--- config.mk ---
export PLATFORM = sky130hd
export DESIGN_NAME = rp_top
export DESIGN_NICKNAME = d
export VERILOG_FILES = /design/src/hw/rp_pkg.sv /design/src/hw/rp_top.sv /design/src/hw/pwm_dac.sv /design/src/hw/dac_backend.sv /design/src/hw/adc_frontend.sv /design/src/hw/housekeeping.sv /design/src/hw/sys_bus_decoder.sv
export SDC_FILE = /design/constraint.sdc
export NUM_CORES = 1
export LEC_CHECK = 0
export BUFFER_PORTS_ARGS = -buffer_cell sky130_fd_sc_hd__buf_2
export CORE_MARGIN = 2
export CORE_UTILIZATION = 45
export DETAILED_ROUTE_END_ITERATION = 12
export SETUP_SLACK_MARGIN = 0.05
export SKIP_LAST_GASP = 1
export SLEW_MARGIN = 20
export SYNTH_ARGS = -nofsm -noshare
export SYNTH_HDL_FRONTEND = slang
export SYNTH_HIERARCHICAL = 1
export SYNTH_SLANG_ARGS = --single-unit
export TNS_END_PERCENT = 20
--- constraint.sdc ---
create_clock -name adc_clk -period 5.1 [get_ports adc_clk]
set_input_delay 1.02 -clock adc_clk [delete_from_list [all_inputs] [get_ports adc_clk]]
set_output_delay 1.02 -clock adc_clk [all_outputs]
set_load 0.02 [all_outputs]
--- src/hw/rp_pkg.sv ---
// shared widths, address map and sample type
// region numbers of the system bus slaves

package rp_pkg;

  //////////////////////
  // wishbone bus
  //////////////////////

  localparam int unsigned WB_AW      = 32;  // address width
  localparam int unsigned WB_DW      = 32;  // data width
  localparam int unsigned N_REGIONS  = 8;   // decoded regions
  localparam int unsigned REGION_LSB = 20;  // start of the 3 bit region field
  localparam int unsigned REG_LSB    = 2;   // word offset inside a region
  localparam int unsigned REG_BITS   = 3;

  //////////////////////
  // signal path
  //////////////////////

  localparam int unsigned ADC_RAW_W = 16;  // raw converter bus
  localparam int unsigned SIG_W     = 14;  // usable sample bits

  typedef logic signed [SIG_W-1:0] sample_t;  // two's complement sample

  localparam logic [WB_DW-1:0] RP_ID = 32'h5250_0001;

  // region numbers
  localparam int unsigned REG_HK  = 0;
  localparam int unsigned REG_ADC = 1;
  localparam int unsigned REG_DAC = 2;
  localparam int unsigned REG_PWM = 4;

endpackage
--- src/hw/rp_top.sv ---
// top level of the signal core
// bus decoder, housekeeping, ADC front end, DAC back end, PWM outputs

module rp_top import rp_pkg::*; #(
  parameter int unsigned PWM_CH = 4,
  parameter int unsigned PWM_W  = 8
)(
  input  logic                 adc_clk,
  input  logic                 rst_n_i,
  // wishbone slave
  input  logic                 wb_cyc_i,
  input  logic                 wb_stb_i,
  input  logic                 wb_we_i,
  input  logic [WB_AW-1:0]     wb_adr_i,
  input  logic [WB_DW-1:0]     wb_dat_i,
  output logic [WB_DW-1:0]     wb_dat_o,
  output logic                 wb_ack_o,
  // converters
  input  logic [ADC_RAW_W-1:0] adc_dat_a_i,
  input  logic [ADC_RAW_W-1:0] adc_dat_b_i,
  output logic [SIG_W-1:0]     dac_dat_a_o,
  output logic [SIG_W-1:0]     dac_dat_b_o,
  output logic [PWM_CH-1:0]    pwm_o,
  output logic [7:0]           led_o
);

  wire [N_REGIONS-1:0]            slv_stb;
  wire                            slv_we;
  wire [REG_BITS-1:0]             slv_adr;
  wire [WB_DW-1:0]                slv_wdat;
  wire [N_REGIONS-1:0][WB_DW-1:0] slv_rdat;
  wire [N_REGIONS-1:0]            slv_ack;

  sample_t loop_a, loop_b;  // saturated DAC samples
  logic    digital_loop;

  //////////////////////
  // bus decoder
  //////////////////////

  sys_bus_decoder sys_bus_decoder_inst (
    .adc_clk   (adc_clk),  .rst_n_i   (rst_n_i),
    .wb_cyc_i  (wb_cyc_i), .wb_stb_i  (wb_stb_i), .wb_we_i (wb_we_i),
    .wb_adr_i  (wb_adr_i), .wb_dat_i  (wb_dat_i),
    .wb_dat_o  (wb_dat_o), .wb_ack_o  (wb_ack_o),
    .slv_stb_o (slv_stb),  .slv_we_o  (slv_we),   .slv_adr_o (slv_adr),
    .slv_dat_o (slv_wdat), .slv_dat_i (slv_rdat), .slv_ack_i (slv_ack)
  );

  // the decoder answers the empty regions itself
  for (genvar r = 0; r < N_REGIONS; r++)
  begin : g_unused
    if (r != REG_HK && r != REG_ADC && r != REG_DAC && r != REG_PWM)
    begin : g_tie
      assign slv_rdat[r] = '0;
      assign slv_ack[r]  = 1'b0;
    end
  end

  //////////////////////
  // slaves
  //////////////////////

  housekeeping housekeeping_inst (
    .adc_clk (adc_clk), .rst_n_i (rst_n_i),
    .stb_i   (slv_stb[REG_HK]), .we_i (slv_we), .adr_i (slv_adr), .dat_i (slv_wdat),
    .dat_o   (slv_rdat[REG_HK]), .ack_o (slv_ack[REG_HK]),
    .digital_loop_o (digital_loop), .led_o (led_o)
  );

  adc_frontend adc_frontend_inst (
    .adc_clk (adc_clk), .rst_n_i (rst_n_i),
    .adc_dat_a_i (adc_dat_a_i), .adc_dat_b_i (adc_dat_b_i),
    .digital_loop_i (digital_loop), .loop_a_i (loop_a), .loop_b_i (loop_b),
    .stb_i   (slv_stb[REG_ADC]), .we_i (slv_we), .adr_i (slv_adr),
    .dat_o   (slv_rdat[REG_ADC]), .ack_o (slv_ack[REG_ADC])
  );

  dac_backend dac_backend_inst (
    .adc_clk (adc_clk), .rst_n_i (rst_n_i),
    .stb_i   (slv_stb[REG_DAC]), .we_i (slv_we), .adr_i (slv_adr), .dat_i (slv_wdat),
    .dat_o   (slv_rdat[REG_DAC]), .ack_o (slv_ack[REG_DAC]),
    .loop_a_o (loop_a), .loop_b_o (loop_b),
    .dac_dat_a_o (dac_dat_a_o), .dac_dat_b_o (dac_dat_b_o)
  );

  pwm_dac #(
    .PWM_CH (PWM_CH),
    .PWM_W  (PWM_W)
  ) pwm_dac_inst (
    .adc_clk (adc_clk), .rst_n_i (rst_n_i),
    .stb_i   (slv_stb[REG_PWM]), .we_i (slv_we), .adr_i (slv_adr), .dat_i (slv_wdat),
    .dat_o   (slv_rdat[REG_PWM]), .ack_o (slv_ack[REG_PWM]),
    .pwm_o   (pwm_o)
  );

endmodule

--- src/hw/pwm_dac.sv ---
// PWM analog outputs
// duty registers, shared free-running counter, per channel compare

module pwm_dac import rp_pkg::*; #(
  parameter int unsigned PWM_CH = 4,  // at most 2**REG_BITS channels
  parameter int unsigned PWM_W  = 8   // duty and counter width
)(
  input  logic                adc_clk,
  input  logic                rst_n_i,
  input  logic                stb_i,
  input  logic                we_i,
  input  logic [REG_BITS-1:0] adr_i,
  input  logic [WB_DW-1:0]    dat_i,
  output logic [WB_DW-1:0]    dat_o,
  output logic                ack_o,
  output logic [PWM_CH-1:0]   pwm_o
);

  logic [PWM_CH-1:0][PWM_W-1:0] duty;
  logic [PWM_W-1:0]             cnt;  // wraps every 2**PWM_W cycles
  logic                         acc;
  logic                         hit;  // offset names a channel

  assign acc = stb_i & ~ack_o;
  assign hit = (adr_i < PWM_CH);

  always_ff @(posedge adc_clk)
  begin
    if (!rst_n_i)
    begin
      ack_o <= 1'b0;
      duty  <= '0;
    end
    else
    begin
      ack_o <= acc;
      if (acc && we_i && hit)
        duty[adr_i] <= dat_i[PWM_W-1:0];
    end
  end

  always_ff @(posedge adc_clk)
  begin
    if (acc)
      dat_o <= hit ? WB_DW'(duty[adr_i]) : '0;
  end

  //////////////////////
  // pulse generation
  //////////////////////

  always_ff @(posedge adc_clk)
  begin
    if (!rst_n_i)
    begin
      cnt   <= '0;
      pwm_o <= '0;
    end
    else
    begin
      cnt <= cnt + 1'b1;
      for (int n = 0; n < PWM_CH; n++)
        pwm_o[n] <= (cnt < duty[n]);  // duty high cycles per period
    end
  end

endmodule

--- src/hw/dac_backend.sv ---
// DAC back end
// level registers, per channel sum with saturation,
// conversion to negative slope DAC code and output registers

module dac_backend import rp_pkg::*; (
  input  logic                adc_clk,
  input  logic                rst_n_i,
  input  logic                stb_i,
  input  logic                we_i,
  input  logic [REG_BITS-1:0] adr_i,
  input  logic [WB_DW-1:0]    dat_i,
  output logic [WB_DW-1:0]    dat_o,
  output logic                ack_o,
  output sample_t             loop_a_o,
  output sample_t             loop_b_o,
  output logic [SIG_W-1:0]    dac_dat_a_o,
  output logic [SIG_W-1:0]    dac_dat_b_o
);

  sample_t                gen_a, gen_b, ofs_a, ofs_b;  // level registers
  logic signed [SIG_W:0]  sum_a, sum_b;                // one guard bit
  logic                   acc;

  // clamp to the 14 bit range when the top two bits differ
  function automatic sample_t sat(input logic signed [SIG_W:0] s);
    if (s[SIG_W] ^ s[SIG_W-1])
      sat = {s[SIG_W], {(SIG_W-1){~s[SIG_W]}}};
    else
      sat = s[SIG_W-1:0];
  endfunction

  // sign kept, magnitude bits inverted
  function automatic logic [SIG_W-1:0] dac_code(input sample_t s);
    dac_code = {s[SIG_W-1], ~s[SIG_W-2:0]};
  endfunction

  assign acc = stb_i & ~ack_o;

  always_ff @(posedge adc_clk)
  begin
    if (!rst_n_i)
    begin
      ack_o <= 1'b0;
      gen_a <= '0;
      gen_b <= '0;
      ofs_a <= '0;
      ofs_b <= '0;
    end
    else
    begin
      ack_o <= acc;
      if (acc && we_i)
      begin
        case (adr_i)
          0:       gen_a <= dat_i[SIG_W-1:0];
          1:       gen_b <= dat_i[SIG_W-1:0];
          2:       ofs_a <= dat_i[SIG_W-1:0];
          3:       ofs_b <= dat_i[SIG_W-1:0];
          default: ;
        endcase
      end
    end
  end

  always_ff @(posedge adc_clk)
  begin
    if (acc)
    begin
      case (adr_i)
        0:       dat_o <= {{(WB_DW-SIG_W){gen_a[SIG_W-1]}}, gen_a};
        1:       dat_o <= {{(WB_DW-SIG_W){gen_b[SIG_W-1]}}, gen_b};
        2:       dat_o <= {{(WB_DW-SIG_W){ofs_a[SIG_W-1]}}, ofs_a};
        3:       dat_o <= {{(WB_DW-SIG_W){ofs_b[SIG_W-1]}}, ofs_b};
        default: dat_o <= '0;
      endcase
    end
  end

  //////////////////////
  // summing and output
  //////////////////////

  assign sum_a = gen_a + ofs_a;  // sign extended to 15 bits
  assign sum_b = gen_b + ofs_b;

  assign loop_a_o = sat(sum_a);
  assign loop_b_o = sat(sum_b);

  always_ff @(posedge adc_clk)
  begin
    if (!rst_n_i)
    begin
      dac_dat_a_o <= dac_code('0);  // mid scale code 14'h1FFF
      dac_dat_b_o <= dac_code('0);
    end
    else
    begin
      dac_dat_a_o <= dac_code(loop_a_o);
      dac_dat_b_o <= dac_code(loop_b_o);
    end
  end

endmodule

--- src/hw/adc_frontend.sv ---
// ADC front end
// input registers, negative slope code to two's complement,
// loopback select and sample readback registers

module adc_frontend import rp_pkg::*; (
  input  logic                 adc_clk,
  input  logic                 rst_n_i,
  input  logic [ADC_RAW_W-1:0] adc_dat_a_i,
  input  logic [ADC_RAW_W-1:0] adc_dat_b_i,
  input  logic                 digital_loop_i,
  input  sample_t              loop_a_i,
  input  sample_t              loop_b_i,
  input  logic                 stb_i,
  input  logic                 we_i,
  input  logic [REG_BITS-1:0]  adr_i,
  output logic [WB_DW-1:0]     dat_o,
  output logic                 ack_o
);

  logic [ADC_RAW_W-1:0] raw_a, raw_b;  // input registers
  sample_t              smp_a, smp_b;
  logic                 acc;

  always_ff @(posedge adc_clk)
  begin
    raw_a <= adc_dat_a_i;
    raw_b <= adc_dat_b_i;
  end

  // top 14 bits, sign kept, rest inverted; low 2 bits dropped
  assign smp_a = digital_loop_i ? loop_a_i
                                : {raw_a[ADC_RAW_W-1], ~raw_a[ADC_RAW_W-2 -: SIG_W-1]};
  assign smp_b = digital_loop_i ? loop_b_i
                                : {raw_b[ADC_RAW_W-1], ~raw_b[ADC_RAW_W-2 -: SIG_W-1]};

  //////////////////////
  // bus side
  //////////////////////

  assign acc = stb_i & ~ack_o;

  always_ff @(posedge adc_clk)
  begin
    if (!rst_n_i)
      ack_o <= 1'b0;
    else
      ack_o <= acc;
  end

  // nothing here is writable
  always_ff @(posedge adc_clk)
  begin
    if (acc)
    begin
      if (we_i)
        dat_o <= '0;
      else if (adr_i == 0)
        dat_o <= {{(WB_DW-SIG_W){smp_a[SIG_W-1]}}, smp_a};  // sign extended
      else if (adr_i == 1)
        dat_o <= {{(WB_DW-SIG_W){smp_b[SIG_W-1]}}, smp_b};
      else
        dat_o <= '0;
    end
  end

endmodule

--- src/hw/housekeeping.sv ---
// housekeeping registers
// identification, digital loopback enable, LED byte

module housekeeping import rp_pkg::*; (
  input  logic                adc_clk,
  input  logic                rst_n_i,
  input  logic                stb_i,
  input  logic                we_i,
  input  logic [REG_BITS-1:0] adr_i,
  input  logic [WB_DW-1:0]    dat_i,
  output logic [WB_DW-1:0]    dat_o,
  output logic                ack_o,
  output logic                digital_loop_o,
  output logic [7:0]          led_o
);

  logic acc;  // first cycle of an access

  assign acc = stb_i & ~ack_o;

  always_ff @(posedge adc_clk)
  begin
    if (!rst_n_i)
    begin
      ack_o          <= 1'b0;
      digital_loop_o <= 1'b0;
      led_o          <= '0;
    end
    else
    begin
      ack_o <= acc;
      if (acc && we_i)
      begin
        case (adr_i)
          1:       digital_loop_o <= dat_i[0];
          2:       led_o          <= dat_i[7:0];
          default: ;  // ID is read-only
        endcase
      end
    end
  end

  // read data valid with ack
  always_ff @(posedge adc_clk)
  begin
    if (acc)
    begin
      case (adr_i)
        0:       dat_o <= RP_ID;
        1:       dat_o <= {{(WB_DW-1){1'b0}}, digital_loop_o};
        2:       dat_o <= {{(WB_DW-8){1'b0}}, led_o};
        default: dat_o <= '0;
      endcase
    end
  end

endmodule

--- src/hw/sys_bus_decoder.sv ---
// wishbone region decoder
// strobe fan-out, read data and ack mux, responder for unused regions

module sys_bus_decoder import rp_pkg::*; (
  input  logic                                adc_clk,
  input  logic                                rst_n_i,
  input  logic                                wb_cyc_i,
  input  logic                                wb_stb_i,
  input  logic                                wb_we_i,
  input  logic [WB_AW-1:0]                    wb_adr_i,
  input  logic [WB_DW-1:0]                    wb_dat_i,
  output logic [WB_DW-1:0]                    wb_dat_o,
  output logic                                wb_ack_o,
  output logic [N_REGIONS-1:0]                slv_stb_o,  // one strobe per region
  output logic                                slv_we_o,
  output logic [REG_BITS-1:0]                 slv_adr_o,
  output logic [WB_DW-1:0]                    slv_dat_o,
  input  logic [N_REGIONS-1:0][WB_DW-1:0]     slv_dat_i,
  input  logic [N_REGIONS-1:0]                slv_ack_i
);

  localparam int unsigned REGION_W = $clog2(N_REGIONS);
  // regions with a real slave behind them
  localparam logic [N_REGIONS-1:0] USED = N_REGIONS'((1 << REG_HK) | (1 << REG_ADC) |
                                                     (1 << REG_DAC) | (1 << REG_PWM));

  logic [REGION_W-1:0] region;
  logic                req;         // cyc and stb together
  logic                unused_ack;  // own ack for empty regions

  assign region = wb_adr_i[REGION_LSB +: REGION_W];
  assign req    = wb_cyc_i & wb_stb_i;

  // strobe goes only to the addressed region
  always_comb
  begin
    slv_stb_o         = '0;
    slv_stb_o[region] = req;
  end

  assign slv_we_o  = wb_we_i;
  assign slv_adr_o = wb_adr_i[REG_LSB +: REG_BITS];
  assign slv_dat_o = wb_dat_i;

  // empty regions answer after one cycle, like a slave
  always_ff @(posedge adc_clk)
  begin
    if (!rst_n_i)
      unused_ack <= 1'b0;
    else
      unused_ack <= req & ~USED[region] & ~unused_ack;
  end

  assign wb_dat_o = slv_dat_i[region];  // empty regions are tied to 0
  assign wb_ack_o = slv_ack_i[region] | unused_ack;

endmodule

# Word level (Yosys, flattened, before mapping)
# Memories as Yosys holds them, arrays and structs flattened.
# Index checks and enable logic that the tools add are counted.
[classes]
bitwise_logic = 23
n_lt_le_gt_ge = 9
n_reduce_logical = 13
eq_ne = 3
muxes = 20
add_sub_neg = 3
[op_table]
columns = ["operator", "n"]
rows = [
  ["$pmux W32 S4", 1],
  ["$bmux W32 S3", 1],
  ["$mux W32", 3],
  ["$pmux W31 S3", 1],
  ["$mux W14", 4],
  ["$not A13 Y13", 4],
  ["$bwmux W32", 1],
  ["$lt A8 B8 Y1", 4],
  ["$add A14 B14 Y15", 2],
  ["$bmux W8 S2", 1],
  ["$demux W8 S2", 1],
  ["$mux W8", 2],
  ["$reduce_and A2 Y1", 6],
  ["$add A8 B1 Y8 const B", 1],
  ["$not A1 Y1", 8],
  ["$and A1 B1 Y1", 7],
  ["$eq A3 B2 Y1 const B", 2],
  ["$ge A3 B1 Y1 const B", 2],
  ["$logic_and A1 B1 Y1", 6],
  ["$lt A3 B3 Y1 const B", 2],
  ["$and A5 B5 Y5", 1],
  ["$lt A3 B4 Y1 const B", 1],
  ["$bmux W1 S3", 1],
  ["$demux W1 S3", 1],
  ["5 further kinds", 8],
]
[word_totals]
n_memories = 1
inputBits = 101
regBits = 302
romBits = 8
wordCells = 98
[memory_table]
columns = ["name", "depth", "width", "read_ports", "rd_ports_with_merged_regs", "wr", "line_no", "rtl"]
rows = [
  ["(no name shown)", 8, 1, 1, 0, 0, "sys_bus_decoder.sv:51", "unused_ack <= req & ~USED[region] & ~unused_ack;"],
]

# Depth between registers and ports, before layout
[depth]
ltp_word = 8
mapped_depth = 13
depth_no_buf = 11

# Hierarchy
# Netlist, hierarchy kept.
[modules_own_cells]
columns = ["mod", "n_inst", "cells_each", "seq_area_each_um2", "area_per_inst_um2"]
rows = [
  ["dac_backend", 1, 584, 2122.0, 5597.9],
  ["pwm_dac", 1, 304, 1141.1, 3004.1],
  ["sys_bus_decoder", 1, 185, 20.0, 2422.3],
  ["adc_frontend", 1, 142, 1001.0, 1585.3],
  ["housekeeping", 1, 90, 470.5, 957.2],
  ["rp_top", 1, 1, 0.0, 3.8],
]

# Worst setup path before layout
# No wires, ideal clock.
[synth_timing]
path_kind = "in2reg"
start = "in wb_adr_i[22]"
end = "reg dac_backend_inst.gen_a[10]"
setup_slack_ns = 1.171
arrival_ns = 3.801
cell_stages = 11
cell_sequence = "buf_2 buf_4 buf_2 nand3b_1 nor2_1 nor2b_1 and3b_1 nor3b_2 buf_2 mux2i_1 nor2_1"
[synth_via]
elab_chain_cells = 8
[synth_rtl]
columns = ["item", "line_no", "rtl"]
rows = [
  ["start: declaration", "rp_top.sv:14", "input logic [WB_AW-1:0] wb_adr_i,"],
  ["$lt A3 B4 Y1 (not written as such) or $ge A3 B1 Y1 (tied branches)", "sys_bus_decoder.sv:38", "slv_stb_o[region] = req;"],
  ["$logic_and A1 B1 Y1 (not written as such)", "sys_bus_decoder.sv:38", ""],
  ["$mux W1 (not written as such)", "sys_bus_decoder.sv:38", ""],
  ["$demux W1 S3 *", "-", ""],
  ["$and A5 B5 Y5 (no source line) *", "-", ""],
  ["net slv_stb[2]", "rp_top.sv:27", "wire [N_REGIONS-1:0] slv_stb;"],
  ["$and A1 B1 Y1 *", "dac_backend.sv:37", "assign acc = stb_i & ~ack_o;"],
  ["net dac_backend_inst.acc", "dac_backend.sv:22", "logic acc;"],
  ["$logic_and A1 B1 Y1 *", "dac_backend.sv:52", "if (acc && we_i)"],
  ["$reduce_and A2 Y1 (no source line) *", "-", ""],
  ["end signal: assignment", "dac_backend.sv:55", "0: gen_a <= dat_i[SIG_W-1:0];"],
  ["end: declaration", "dac_backend.sv:20", "sample_t gen_a, gen_b, ofs_a, ofs_b;"],
]
# Mark *: on every way through the listed nets, which the timed path passes. The rest lies on a longest branch.
# A chain may end at the register's enable or synchronous reset.

# Worst setup path after layout
[layout_timing]
start = "in wb_adr_i[20]"
end = "out wb_dat_o[8]"
[layout_via]
elab_chain_cells = 2
[layout_rtl]
columns = ["item", "line_no", "rtl"]
rows = [
  ["$bmux W32 S3", "sys_bus_decoder.sv:54", "assign wb_dat_o = slv_dat_i[region];"],
  ["$mux W32 (not written as such)", "sys_bus_decoder.sv:54", ""],
  ["end: declaration", "rp_top.sv:16", "output logic [WB_DW-1:0] wb_dat_o,"],
]
# Every way passes these cells. The select of a mux whose other input is x is not followed.

==> results.py <==
metrics = {
    "grt": {
        "grt_first_pass_wirelength_um": 50700,
        "grt_pass1_vias": 9133,
        "grt_max_degree": 66,
        "track_usage": 0.2092,
        "grt_antenna_before_repair": 2,
        "grt_overflow_total": 0,
    },
    "sta": {
        "finalHoldViolCount": 0,
        "hold_ws_ps": 474.4,
        "relSlewSlack": 0.3294,
        "clock-skew-final_ps": 22.64,
        "fin_ws_ps": 1012,
        "rsz0062_at_grt": "false",
        "maxSlewViolCount": 0,
        "layout_min_cycle_time_ps": 4088,
        "period_share": 0.8015,
        "clock.fmax_ghz": 0.2446,
        "tns_ps": 0,
        "setup_viol": 0,
        "worstMarginPinSlew_ps": 997.6,
    },
    "hold_path": {
        "min_to": "housekeeping_inst/led_o[2]",
        "hp-start": "housekeeping_inst/led_o[2]",
        "hold_path_depth": 2,
        "worst_hold_path_type": "reg2reg",
    },
    "layout": {
        "area_delta_synth_final_pct": 11.45,
        "nNetsFinal": 1609,
        "drive_gt1_frac": 0.2384,
        "final_cells": 1854,
        "register_area_um2": 4756,
        "final_cell_area_um2": 14950,
        "nFillCells": 2740,
        "num_antenna_cells": 0,
        "multi_input_area_um2": 7953,
        "final_util": 0.5072,
    },
    "clock_network": {
        "cts_resized": 0,
        "cts_num_sinks": 215,
        "ctsHoldBuffers": 0,
        "post-cts-setup-buffers": 0,
        "path_clk_slew_ps": 60,
        "clock_latency_ps": 510,
        "cts_tree": "yes",
        "htree_levels": 1,
        "cts_buffers": 22,
        "clk_root_buffer_cell": "clkbuf_16",
        "cts_buffer_depth": 3,
    },
    "setup_path": {
        "critPathArrivalTime_ps": 3070,
        "cpMaxStageDelayCell": "buf_4",
        "setup.worst_path.start_class": "primary input",
        "critical_path.max_stage_delay_ps": 690,
        "critPathKind": "in2out",
        "end_kind": "output port",
        "r2r-start": "dac_backend_inst/gen_b[0]",
        "path_cells": "buf_4 > buf_4 > mux4_2 > mux2_2 > buf_2",
        "r2r-end": "adc_frontend_inst/dat_o[7]",
        "critPathRequiredTime_ps": 4080,
        "rrSetupSlack_ps": 1780,
        "crit_path_frequent_cell": "buf_4",
        "path_max_fanout": 57,
        "reg2reg_depth": 11,
    },
    "power": {
        "power_frac_seq": 0.444,
        "p_sw_frac": 0.2247,
        "power.total_mw": 3.964,
        "cellLeakagePower_nw": 6.587,
        "powerDensity_nw_per_um2": 265.1,
        "pwr-share-clk": 0.460,
        "switchingPower_uw": 890.7,
        "p_int_mw": 3.074,
        "combPwrFrac": 0.096,
        "peakVddDrop_uv": 251.6,
    },
    "die": {
        "rows": 63,
        "coreArea_um2": 29480,
        "fp.dieArea_um2": 31210,
        "ios": 174,
        "die_w_um": 176.7,
        "die_h_um": 176.7,
        "initial_core_util": 0.4551,
    },
    "routing": {
        "routed_via_density": 5.208,
        "drc": 0,
        "drt_iter0_markers": 773,
        "antenna_left": 0,
        "drt-total-wl_um": 32370,
        "avgRoutedWirePerCell_um": 17.46,
        "dr.pass1.iters": 4,
        "num_vias": 9656,
    },
    "flow_run": {
        "cap_violations": 0,
    },
    "place": {
        "placed_area_um2": 14130,
        "dp_cells": 1815,
        "pre_cts_ws_ps": 948.9,
        "dp_hpwl_um": 24410,
        "gp_congestion": 0.9013,
        "port_buffers": 125,
    },
    "synth": {
        "ys_warn_count": 6,
        "synth_area_um2": 13420,
        "syn_area_per_cell_um2": 10.46,
        "netlist_instances": 1283,
    },
    "run_status": {
        "outcome": "finished clean",
    },
}
==> sequential cells by signal (all words and copies together), names as in the netlist, 4 cells and up <==
name                          cells
pwm_dac_inst/pwm_o                4
dac_backend_inst/ofs_a           14
housekeeping_inst/led_o           8
adc_frontend_inst/raw_b          14
adc_frontend_inst/raw_a          14
dac_backend_inst/gen_a           14
dac_backend_inst/dat_o           14
dac_backend_inst/ofs_b           14
dac_backend_inst/gen_b           14
dac_backend_inst/dac_dat_a_o     14
housekeeping_inst/dat_o           9
pwm_dac_inst/dat_o                8
adc_frontend_inst/dat_o          14
dac_backend_inst/dac_dat_b_o     14
pwm_dac_inst/cnt                  8
pwm_dac_inst/duty                32
==> layout by cell type, fill, tap and decap left out, types with 7 or more instances in the layout <==
cell and n:
nand3_1 14, mux2_2 32, inv_1 45, and2_2 7
xor2_1 8, a21o_2 9, dfxtp_1 169, xnor2_1 11
ha_1 57, nor2b_1 28, o22ai_1 12, and2_1 8
mux2i_1 92, a31oi_1 16, o21ai_0 30, a21oi_1 86
buf_2 124, edfxtp_1 45, nand2b_1 10, nor2_1 99
conb_1 175, a21o_1 10, mux4_2 82, nand2_1 112
clkbuf_16 23, buf_4 16
==> per-layer routing <==
layer | wire (µm) | global-route usage | up-vias
li1 | - | - | 4714
met1 | 14640 | 0.2871 | 4640
met2 | 15410 | 0.3499 | 245
met3 | 1462 | 0.02341 | 55
met4 | 854 | 0.05888 | 2
met5 | 16 | 0 | -
==> final cells by class <==
cell class                 count  area share
tap                          390     0.03263
sequential                   215      0.3180
clock buffer                  29     0.04134
multi-input combinational   1022      0.5318
clock inverter                10     0.01347
timing repair buffer         141     0.05087
inverter                      47     0.01180
==> critical path, delay by kind of cell <==
kind	cells	cell delay, ps
buffers and inverters	3	1220
multiplexers	2	810
==> power groups by stage <==
stage	Combinational [mW]	Clock (mW)	Sequential [mW]
3_3_place_gp	0.374	0	1.80
5_1_grt	0.416	1.92	1.76
6_report	0.379	1.82	1.76
3_5_place_dp	0.378	0	1.80
4_1_cts	0.379	1.86	1.76
2_1_floorplan	0.315	0	1.80
==> how the worst max path moves through the flow <==
stage / startpoint / end / slack, ps
after floorplan: wb_adr_i[22] / dac_backend_inst/gen_a[10] / 1200
after global placement: wb_adr_i[20] / wb_dat_o[12] / 970
after detailed placement: wb_adr_i[20] / wb_dat_o[9] / 950
after CTS: wb_adr_i[20] / wb_dat_o[9] / 940
after global routing: wb_adr_i[20] / wb_dat_o[8] / 810
final: wb_adr_i[20] / wb_dat_o[8] / 1010
Power figures use the tool's default switching activity.
